<file path="config.mk">
export PLATFORM = sky130hd
export DESIGN_NAME = enable_generator
export DESIGN_NICKNAME = d
export VERILOG_FILES = /design/src/logic/engen_bus_pkg.sv /design/src/logic/engen_timing_pkg.sv /design/src/logic/engen_regs.sv /design/src/logic/engen_counter.sv /design/src/logic/engen_comparator.sv /design/src/logic/engen_collector.sv /design/src/logic/enable_generator.sv
export VERILOG_INCLUDE_DIRS = /design/src /design/src/logic
export SDC_FILE = /design/constraint.sdc
export NUM_CORES = 1
export LEC_CHECK = 0
export ABC_AREA = 1
export BUFFER_PORTS_ARGS = -buffer_cell sky130_fd_sc_hd__clkbuf_2
export CELL_PAD_IN_SITES_DETAIL_PLACEMENT = 1
export CELL_PAD_IN_SITES_GLOBAL_PLACEMENT = 1
export CORE_MARGIN = 1.5
export CORE_UTILIZATION = 43
export DETAILED_ROUTE_END_ITERATION = 12
export PLACE_DENSITY_LB_ADDON = 0.1
export SYNTH_ARGS = -nofsm -noshare
export SYNTH_HDL_FRONTEND = slang
export SYNTH_SLANG_ARGS = --single-unit
</file>
<file path="constraint.sdc">
create_clock -name clock -period 3.6 [get_ports clock]
set_input_delay 0.36 -clock clock [delete_from_list [all_inputs] [get_ports clock]]
set_output_delay 0.36 -clock clock [all_outputs]
set_load 0.02 [all_outputs]
</file>
<file path="src/logic/engen_consts.svh">
`ifndef ENGEN_CONSTS_SVH
`define ENGEN_CONSTS_SVH

// Channel and datapath sizing
`define ENGEN_CHANNELS 4
`define ENGEN_COUNT_WIDTH 16

// APB address and data widths
`define ENGEN_ADDR_WIDTH 8
`define ENGEN_DATA_WIDTH 32

// Register map
`define ENGEN_REG_CTRL 8'h00
`define ENGEN_REG_PERIOD 8'h04
`define ENGEN_REG_THRESH0 8'h08
`define ENGEN_REG_STATUS 8'h20

// Spacing between threshold registers
`define ENGEN_REG_STRIDE 4

// Run bit position in CTRL
`define ENGEN_CTRL_RUN_BIT 0

`endif

</file>
<file path="src/logic/engen_bus_pkg.sv">
`include "engen_consts.svh"

package engen_bus_pkg;

    // Master to slave side of one APB port
    typedef struct packed {
        logic                          psel;
        logic                          penable;
        logic                          pwrite;
        logic [`ENGEN_ADDR_WIDTH-1:0]  paddr;
        logic [`ENGEN_DATA_WIDTH-1:0]  pwdata;
    } apb_req_t;

    // Slave to master side
    typedef struct packed {
        logic [`ENGEN_DATA_WIDTH-1:0]  prdata;
        logic                          pready;
        logic                          pslverr;
    } apb_rsp_t;

endpackage

</file>
<file path="src/logic/engen_timing_pkg.sv">
`include "engen_consts.svh"

package engen_timing_pkg;

    // One counter or threshold value
    typedef logic [`ENGEN_COUNT_WIDTH-1:0] count_t;

    // Settings the counter needs from software
    typedef struct packed {
        logic   run;
        count_t period;
    } timing_cfg_t;

    // One bit per comparator channel
    typedef logic [`ENGEN_CHANNELS-1:0] enable_vec_t;

endpackage

</file>
<file path="src/logic/engen_regs.sv">
`timescale 1ns/1ns
`include "engen_consts.svh"

module engen_regs (
    input  logic                                           clock,
    input  logic                                           reset,
    input  engen_bus_pkg::apb_req_t                        apb_req,
    output engen_bus_pkg::apb_rsp_t                        apb_rsp,
    input  engen_timing_pkg::enable_vec_t                  status,
    output engen_timing_pkg::timing_cfg_t                  timing_cfg,
    output engen_timing_pkg::count_t [`ENGEN_CHANNELS-1:0] thresholds,
    output engen_timing_pkg::enable_vec_t                  status_clear
);

    logic                         ready_q;
    logic                         access;
    logic                         done;
    logic                         write_en;
    logic                         addr_hit;
    logic                         ctrl_sel;
    logic                         period_sel;
    logic                         status_sel;
    logic [`ENGEN_CHANNELS-1:0]   thresh_sel;
    logic [`ENGEN_DATA_WIDTH-1:0] read_data;

    assign access = apb_req.psel && apb_req.penable;
    assign done = access && ready_q;
    assign write_en = done && apb_req.pwrite;

    // One wait state, ready on the second access cycle
    always_ff @(posedge clock) begin
        if (!reset) begin
            ready_q <= 1'b0;
        end else begin
            ready_q <= access && !ready_q;
        end
    end

    // Address decode
    always_comb begin
        ctrl_sel = apb_req.paddr == `ENGEN_REG_CTRL;
        period_sel = apb_req.paddr == `ENGEN_REG_PERIOD;
        status_sel = apb_req.paddr == `ENGEN_REG_STATUS;
        for (int k = 0; k < `ENGEN_CHANNELS; k++) begin
            thresh_sel[k] = apb_req.paddr ==
                `ENGEN_ADDR_WIDTH'(`ENGEN_REG_THRESH0 + `ENGEN_REG_STRIDE * k);
        end
    end

    assign addr_hit = ctrl_sel || period_sel || status_sel || (|thresh_sel);

    // Readback mux, zero for unmapped addresses
    always_comb begin
        read_data = '0;
        if (ctrl_sel) begin
            read_data[`ENGEN_CTRL_RUN_BIT] = timing_cfg.run;
        end
        if (period_sel) begin
            read_data[`ENGEN_COUNT_WIDTH-1:0] = timing_cfg.period;
        end
        for (int k = 0; k < `ENGEN_CHANNELS; k++) begin
            if (thresh_sel[k]) begin
                read_data[`ENGEN_COUNT_WIDTH-1:0] = thresholds[k];
            end
        end
        if (status_sel) begin
            read_data[`ENGEN_CHANNELS-1:0] = status;
        end
    end

    // Register updates on the completing cycle
    always_ff @(posedge clock) begin
        if (!reset) begin
            timing_cfg <= '0;
            thresholds <= '0;
        end else if (write_en) begin
            if (ctrl_sel) begin
                timing_cfg.run <= apb_req.pwdata[`ENGEN_CTRL_RUN_BIT];
            end
            if (period_sel) begin
                timing_cfg.period <= apb_req.pwdata[`ENGEN_COUNT_WIDTH-1:0];
            end
            for (int k = 0; k < `ENGEN_CHANNELS; k++) begin
                if (thresh_sel[k]) begin
                    thresholds[k] <= apb_req.pwdata[`ENGEN_COUNT_WIDTH-1:0];
                end
            end
        end
    end

    // Write one to clear, applied by the collector on the same edge
    assign status_clear = (write_en && status_sel) ? apb_req.pwdata[`ENGEN_CHANNELS-1:0] : '0;

    assign apb_rsp.prdata = read_data;
    assign apb_rsp.pready = ready_q;
    assign apb_rsp.pslverr = done && !addr_hit;

    a_ready_in_access: assert property (
        @(posedge clock) disable iff (!reset)
        apb_rsp.pready |-> apb_req.psel && apb_req.penable
    );

endmodule

</file>
<file path="src/logic/engen_counter.sv">
`timescale 1ns/1ns
`include "engen_consts.svh"

module engen_counter (
    input  logic                          clock,
    input  logic                          reset,
    input  engen_timing_pkg::timing_cfg_t timing_cfg,
    input  logic                          gen_enable,
    output engen_timing_pkg::count_t      count
);

    logic                     running;
    engen_timing_pkg::count_t last_count;

    // Software run bit or external trigger, never with a zero period
    assign running = (timing_cfg.run || gen_enable) && (timing_cfg.period != '0);
    assign last_count = timing_cfg.period - 1'b1;

    always_ff @(posedge clock) begin
        if (!reset) begin
            count <= '0;
        end else if (!running) begin
            count <= '0;
        end else if (count >= last_count) begin
            // Also catches a period shrunk below the current count
            count <= '0;
        end else begin
            count <= count + 1'b1;
        end
    end

    a_count_in_range: assert property (
        @(posedge clock) disable iff (!reset)
        (timing_cfg.period != '0) ##1 $stable(timing_cfg.period)
            |-> count < timing_cfg.period
    );

endmodule

</file>
<file path="src/logic/engen_comparator.sv">
`timescale 1ns/1ns
`include "engen_consts.svh"

module engen_comparator (
    input  logic                     clock,
    input  logic                     reset,
    input  engen_timing_pkg::count_t threshold,
    input  engen_timing_pkg::count_t count,
    output logic                     pulse
);

    logic match;

    assign match = count == threshold;

    // One cycle latency from match to pulse
    always_ff @(posedge clock) begin
        if (!reset) begin
            pulse <= 1'b0;
        end else begin
            pulse <= match;
        end
    end

    // Back to back pulses only when the stopped counter sits on a zero threshold
    a_single_pulse: assert property (
        @(posedge clock) disable iff (!reset)
        pulse |=> !pulse || ($past(threshold) == '0 && $past(count) == '0)
    );

endmodule

</file>
<file path="src/logic/engen_collector.sv">
`timescale 1ns/1ns
`include "engen_consts.svh"

module engen_collector (
    input  logic                          clock,
    input  logic                          reset,
    input  engen_timing_pkg::enable_vec_t pulse,
    input  engen_timing_pkg::enable_vec_t status_clear,
    output engen_timing_pkg::enable_vec_t enable_out,
    output engen_timing_pkg::enable_vec_t status
);

    engen_timing_pkg::enable_vec_t status_next;

    // A new pulse wins over a clear in the same cycle
    assign status_next = (status & ~status_clear) | pulse;

    always_ff @(posedge clock) begin
        if (!reset) begin
            enable_out <= '0;
        end else begin
            enable_out <= pulse;
        end
    end

    // Sticky fired bits, set alongside enable_out
    always_ff @(posedge clock) begin
        if (!reset) begin
            status <= '0;
        end else begin
            status <= status_next;
        end
    end

endmodule

</file>
<file path="src/logic/enable_generator.sv">
`timescale 1ns/1ns
`include "engen_consts.svh"

module enable_generator (
    input  logic                          clock,
    input  logic                          reset,
    input  engen_bus_pkg::apb_req_t       apb_req,
    output engen_bus_pkg::apb_rsp_t       apb_rsp,
    input  logic                          gen_enable,
    output engen_timing_pkg::enable_vec_t enable_out,
    output engen_timing_pkg::enable_vec_t status
);

    engen_timing_pkg::timing_cfg_t                  timing_cfg;
    engen_timing_pkg::count_t [`ENGEN_CHANNELS-1:0] thresholds;
    engen_timing_pkg::count_t                       count;
    engen_timing_pkg::enable_vec_t                  pulse;
    engen_timing_pkg::enable_vec_t                  status_clear;

    engen_regs u_regs (
        .clock        (clock),
        .reset        (reset),
        .apb_req      (apb_req),
        .apb_rsp      (apb_rsp),
        .status       (status),
        .timing_cfg   (timing_cfg),
        .thresholds   (thresholds),
        .status_clear (status_clear)
    );

    engen_counter u_counter (
        .clock      (clock),
        .reset      (reset),
        .timing_cfg (timing_cfg),
        .gen_enable (gen_enable),
        .count      (count)
    );

    // One comparator per channel, all watching the shared count
    for (genvar k = 0; k < `ENGEN_CHANNELS; k++) begin : g_channel
        engen_comparator u_comparator (
            .clock     (clock),
            .reset     (reset),
            .threshold (thresholds[k]),
            .count     (count),
            .pulse     (pulse[k])
        );
    end

    engen_collector u_collector (
        .clock        (clock),
        .reset        (reset),
        .pulse        (pulse),
        .status_clear (status_clear),
        .enable_out   (enable_out),
        .status       (status)
    );

endmodule

</file>
### Word-level counts from Yosys, hierarchy flattened

Index checks and enable logic that the tools add are counted.

| storage, ports and cells | value |
|---|---|
| register bits after elaboration | 110 |
| latch bits | 0 |
| RAM bits | 0 |
| memory bits (read-only) | 0 |
| input port bits | 46 |
| output and inout port bits | 42 |
| word-level logic and storage cells | 63 |
| memories | 0 |

| cells by class | value |
|---|---|
| add/subtract/negate cells | 2 |
| multipliers | 0 |
| divide/modulo/power cells | 0 |
| order comparisons | 1 |
| equality and inequality tests | 10 |
| shifts and indexed selects | 0 |
| multiplexer cells | 8 |
| bitwise logic cells | 5 |
| reduce and logical (&&, ||, !) cells | 23 |

Operator list:

| operator | number |
|---|---|
| 2-to-1 mux 16 bit | 5 |
| == test 16 bit | 4 |
| adder 16 x 1 -> 16 bit, second input constant | 1 |
| == test 8 x 4 -> 1 bit, second input constant | 2 |
| == test 8 x 5 -> 1 bit, second input constant | 2 |
| >= comparator 16 bit | 1 |
| nonzero test 16 bit | 1 |
| subtractor 16 x 1 -> 16 bit, second input constant | 1 |
| AND reduction 2 bit | 6 |
| == test 8 x 3 -> 1 bit, second input constant | 1 |
| == test 8 x 6 -> 1 bit, second input constant | 1 |
| logical NOT 8 bit | 1 |
| 2-to-1 mux 4 bit | 2 |
| logical AND 1 bit | 7 |
| AND 4 bit | 1 |
| logical OR 1 bit | 4 |
| NOT 4 bit | 1 |
| OR 4 bit | 1 |
| OR reduction 4 bit | 1 |
| OR reduction 3 bit | 1 |
| logical NOT 1 bit | 2 |
| NOT 1 bit | 2 |
| 2-to-1 mux 1 bit | 1 |

### Depth between registers and ports, before layout

| depth | value |
|---|---|
| depth after elaboration | 8 |
| depth in mapped cells | 16 |
| mapped depth without buffers | 15 |

### By module

A second synthesis with hierarchy kept.

| second synthesis, totals | value |
|---|---|
| cell total of the unflattened synthesis | 1,094 |
| area total of the unflattened synthesis | 6,911.6 um2 |

By module, submodules not included:

| module | instances | cells each | area an instance (um2) | seq. area each (um2) |
|---|---|---|---|---|
| engen_regs | 1 | 533 | 3,831.2 | 1,641.6 |
| engen_counter | 1 | 212 | 1,477.7 | 320.3 |
| engen_comparator | 4 | 80 | 337.8 | 20.0 |
| engen_collector | 1 | 29 | 251.5 | 160.2 |

### Worst setup path before layout

No wires, ideal clock.

| path | value |
|---|---|
| path type | register to register |
| from | reg, netlist name u_regs.timing_cfg[0] |
| to | reg u_counter.count[2] |
| setup time | 0.121 ns |
| arrival | 2.365 ns |
| required time | 3.479 ns |
| slack | 1.114 ns |
| cell stages (with the launch flop) | 17 |
| cell sequence | dfxtp_1 inv_1 ha_1 nand2_2 nor2_4 nand3_1 nor2_1 xor2_1 inv_1 ha_1 nand2_1 nor2_1 nor2b_1 nand3_1 nand4_4 buf_12 nor2_4 |

| between the ends | value |
|---|---|
| word-level cells in the longest chain between the ends | 4 |
| elaborated cells on any way between the ends | 6 |
| classes of those cells | add/sub (1); order compare (1); bitwise (1); reduce/logical (3) |

RTL lines:

| element | RTL line | text |
|---|---|---|
| parallel branches: the longest is 3 deep, another holds subtractor 16 x 1 -> 16 bit | - |  |
| OR reduction 3 bit (no source line) (*) | - |  |
| to (signal assigned) | engen_counter.sv:28 | `count <= count + 1'b1;` |
| to (decl) | engen_counter.sv:9 | `output engen_timing_pkg::count_t count` |

Mark *: on every way between the ends.
A chain may end at the register's enable or synchronous reset.

### Final worst setup path

| path | value |
|---|---|
| from | reg, netlist name u_regs.timing_cfg[0] |
| to | reg u_counter.count[12] |

| between the ends | value |
|---|---|
| word-level cells in the longest chain between the ends | 4 |
| elaborated cells on any way between the ends | 6 |
| classes of those cells | add/sub (1); order compare (1); bitwise (1); reduce/logical (3) |

RTL lines:

| element |
|---|
| parallel branches: the longest is 3 deep, another holds subtractor 16 x 1 -> 16 bit |
| OR reduction 3 bit (no source line) (*) |

Marked as above.

==> summary.txt <==
Place
  • Port Buffers: 55
  • Detailed placement HPWL: 18.13 mm
  • Gpl congestion: 0.9277

STA
  • Period utilization: between 80% and 90%
  • Unrepaired setup endpoints after global routing: no
  • Worst-margin pin slew: 0.8886 ns
  • Setup violators final: 0
  • Pins Over Slew Limit: 0
  • Clock skew: between 0.01 and 0.015 ns
  • Final min period: slightly above 3 ns
  • Final Hold Slack: about 0.27 ns
  • Max-Slew Margin vs Limit: 40.76%
  • Fin. Hold Viols: 0
  • Maximum clock rate: 326.1 MHz
  • Sum of negative setup slack: 0 ns

Setup path
  • Worst setup path class: flip-flop to flip-flop
  • Reg-to-reg slack, setup: roughly 0.53 ns
  • Critical-path top delay cell: nand4_4
  • Crit-path max FO: 16
  • CP bufs+invs: 2
  • Arr. time, crit path: 3.35 ns
  • Critical path cell sequence: inv_1 > ha_1 > nand2_2 > nor2_4 > nand3_1 > nor2_1 > xor2_1 > inv_1 > ha_1 > nand2_1 > o21bai_1 > nand2_1 > a21oi_1 > nand4_4 > nor2_1
  • CP Data Required Time: 3.88 ns
  • Type of origin of the critical path: flip-flop
  • Max stage delay on crit path: 0.46 ns
  • CP endpoint kind: flip-flop
  • Top delay family on crit path: simple AND/OR/NAND/NOR gates

Clocking
  • Clk slew on worst S/H paths: 0.08 ns
  • Post CTS Setup Buffer Count: 0
  • CTS buffer count: 9
  • PostCTS Resize Cnt: 0
  • CTS Hold Buffers Added: 0
  • Clk buf depth: 2
  • Clock Latency Late Sink: approximately 0.36 ns
  • H-Tree Depth: 3
  • Clock Sinks: 110
  • TritonCTS clock tree: done
  • Root Driver: clkbuf_16

Layout
  • Ant. Diodes: 0
  • Layout area overhead: 7.446%
  • Fraction of layout instances using a drive strength above 1: 14.75%
  • Most common cell after layout, fill and taps aside: nand2_1
  • Commonest cells after routing, fill and taps aside: nand2_1 (128), dfxtp_1 (110), inv_1 (103)
  • Final net count: 974
  • FILL cells: 1917
  • Seq. cell area: roughly 2200 µm²
  • Area of the multi-input gates: 3548 µm²

Power and ir drop
  • PwrDens: 347.8 nW/µm²
  • Peak VDD IR: about 0.24 mV
  • Leakage Power: between 3 and 4 nW

Yosys
  • Mapped Cells: 882
  • YS warnings: 0
  • Synth Area per Inst: 7.431 µm²
  • Adder-Cell Fraction of Synth Area: 3.436%
  • Netlist Area Pre-Place: approximately 6600 µm²
  • FFs w/ async S/R, synth: 0%
  • Register area share after synthesis: 33.60%
  • Largest family of logic cells by synthesized area: simple AND/OR/NAND/NOR gates
  • Synth Area in XOR/XNOR: between 7 and 8%
  • Count of cell types in the netlist: 46
  • Post-synth EDFFs: 0
  • Post-synthesis mux area share: 0%
  • Compound-Gate Fraction of Synth Area: 18.73%
  • Post-Synth Simple-Gate Area: roughly a quarter
  • Seq cells post-synth: 110
  • Synth Flop Type: dfxtp_1

Job
  • Max cap viols: 0

Route
  • Routed length per instance: approximately 22 µm
  • Remaining antenna violation count after routing: 0
  • Initial drt markers: ~510
  • DR vias: 6138
  • Via density: approximately 5.6
  • Drt pass-1 iters: 5
  • Total wire length: 24.05 mm
  • Drt drc: 0

Die
  • IO Count: 88
  • Initial Util: 44.59%
  • Core area: 14700 µm²
  • Die width: 126.5 µm
  • Die ar.: 15990 µm²
  • Die Ht: 126.5 µm
  • Core Rows: 44

Global routing
  • Largest net degree at the start of global routing: 90
  • Gr ovfl total: 0
  • GRT Util Overall: 31.30%
  • Global-route wire length before repair: 37.03 mm
  • Initial antenna violation count: 0
  • Vias in the first global route: 6358

Worst hold path
  • Hold Path Class: input port to flip-flop

Outcome
  • Status: finished clean
==> kinds of logic after synthesis <==
logic type | Yosys count
fa+ha+maj | 18
flops | 110
buf+inv | 172
simple gates | 299
xor+xnor | 58
compound gates | 224
other cells | 1
==> state kept, by name, summed over array words and instances (netlist names) <==
register / cells
u_regs.thresholds: 64
u_regs.timing_cfg: 17
u_counter.count: 16
g_channel.u_comparator.pulse: 4
u_collector.enable_out: 4
u_collector.status: 4
u_regs.ready_q: 1
==> power breakdown <==
| part | leakage, nW | switching, mW | internal (mW) |
|---|---|---|---|
| registers | 0.890 | 0.00551 | 1.23 |
| logic | 2.18 | 0.102 | 0.0341 |
| clock network | 0.150 | 0.525 | 0.557 |
| total | 3.22 | 0.633 | 1.82 |
==> metal layers <==
layer	global-route usage (%)	vias to the layer above	wire, µm
met2	51.53	202	11330
met3	5.356	56	1247
met4	15.82	0	1175
li1	-	2917	-
met5	0	-	0
met1	39.61	2963	10290
==> area by class of cell <==
type                    count  share of cell area, %
clock buffers               9                  3.198
clock inverters             7                  1.226
inverters                 115                  6.308
multi-input cells         615                  50.39
flip-flops and latches    110                  31.27
well taps                 184                  3.269
repair buffers             59                  4.335
==> cell usage after synthesis (all sizes together), types with 2 or more instances <==
| cell type | n | share of area [%] |
|---|---|---|
| a211oi | 3 | 0.34 |
| o22ai | 22 | 2.1 |
| nand4 | 9 | 1.3 |
| o211ai | 7 | 0.80 |
| xor2 | 41 | 5.5 |
| nor2 | 86 | 7.4 |
| nor3 | 19 | 1.7 |
| nand3b | 2 | 0.23 |
| dfxtp | 110 | 34 |
| xnor2 | 17 | 2.3 |
| or2 | 2 | 0.19 |
| buf | 47 | 5.7 |
| o221ai | 3 | 0.40 |
| inv | 114 | 6.6 |
| o21ai | 89 | 6.9 |
| nor4 | 3 | 0.29 |
| clkbuf | 10 | 0.61 |
| nand3 | 39 | 3.3 |
| nand2 | 138 | 8.7 |
| o2111ai | 3 | 0.40 |
| ha | 18 | 3.4 |
| a21oi | 95 | 7.6 |
==> metrics by stage <==
stage	area (µm²)	power, mW	utilization (%)	std cells	setup WS, ns
4_1_cts	7042	2.466	47.91	1099	0.5185
3_3_place_gp	6730	1.391	45.79	1083	0.6590
3_5_place_dp	6730	1.394	45.79	1083	0.5481
6_report	7042	2.449	47.91	1099	0.5333
5_1_grt	7042	2.531	47.91	1099	0.2370
2_1_floorplan	6610	1.350	-	897	1.114
==> worst paths after layout <==
kind                               endpoint  cells past startpoint                            start
setup / recovery        u_counter.count[12]                     15             u_regs.timing_cfg[0]
setup reg to reg        u_counter.count[12]                     15             u_regs.timing_cfg[0]
hold reg to reg   u_collector.enable_out[0]                      2  g_channel[0].u_comparator.pulse
hold / removal               u_regs.ready_q                      3                      apb_req[41]
==> worst min-delay path: stages <==
cell,delay (ns)
clkbuf_2,0.12
nand3_1,0.08
nor2_1,0.04
No activity file was read; power rests on OpenSTA's default activity.
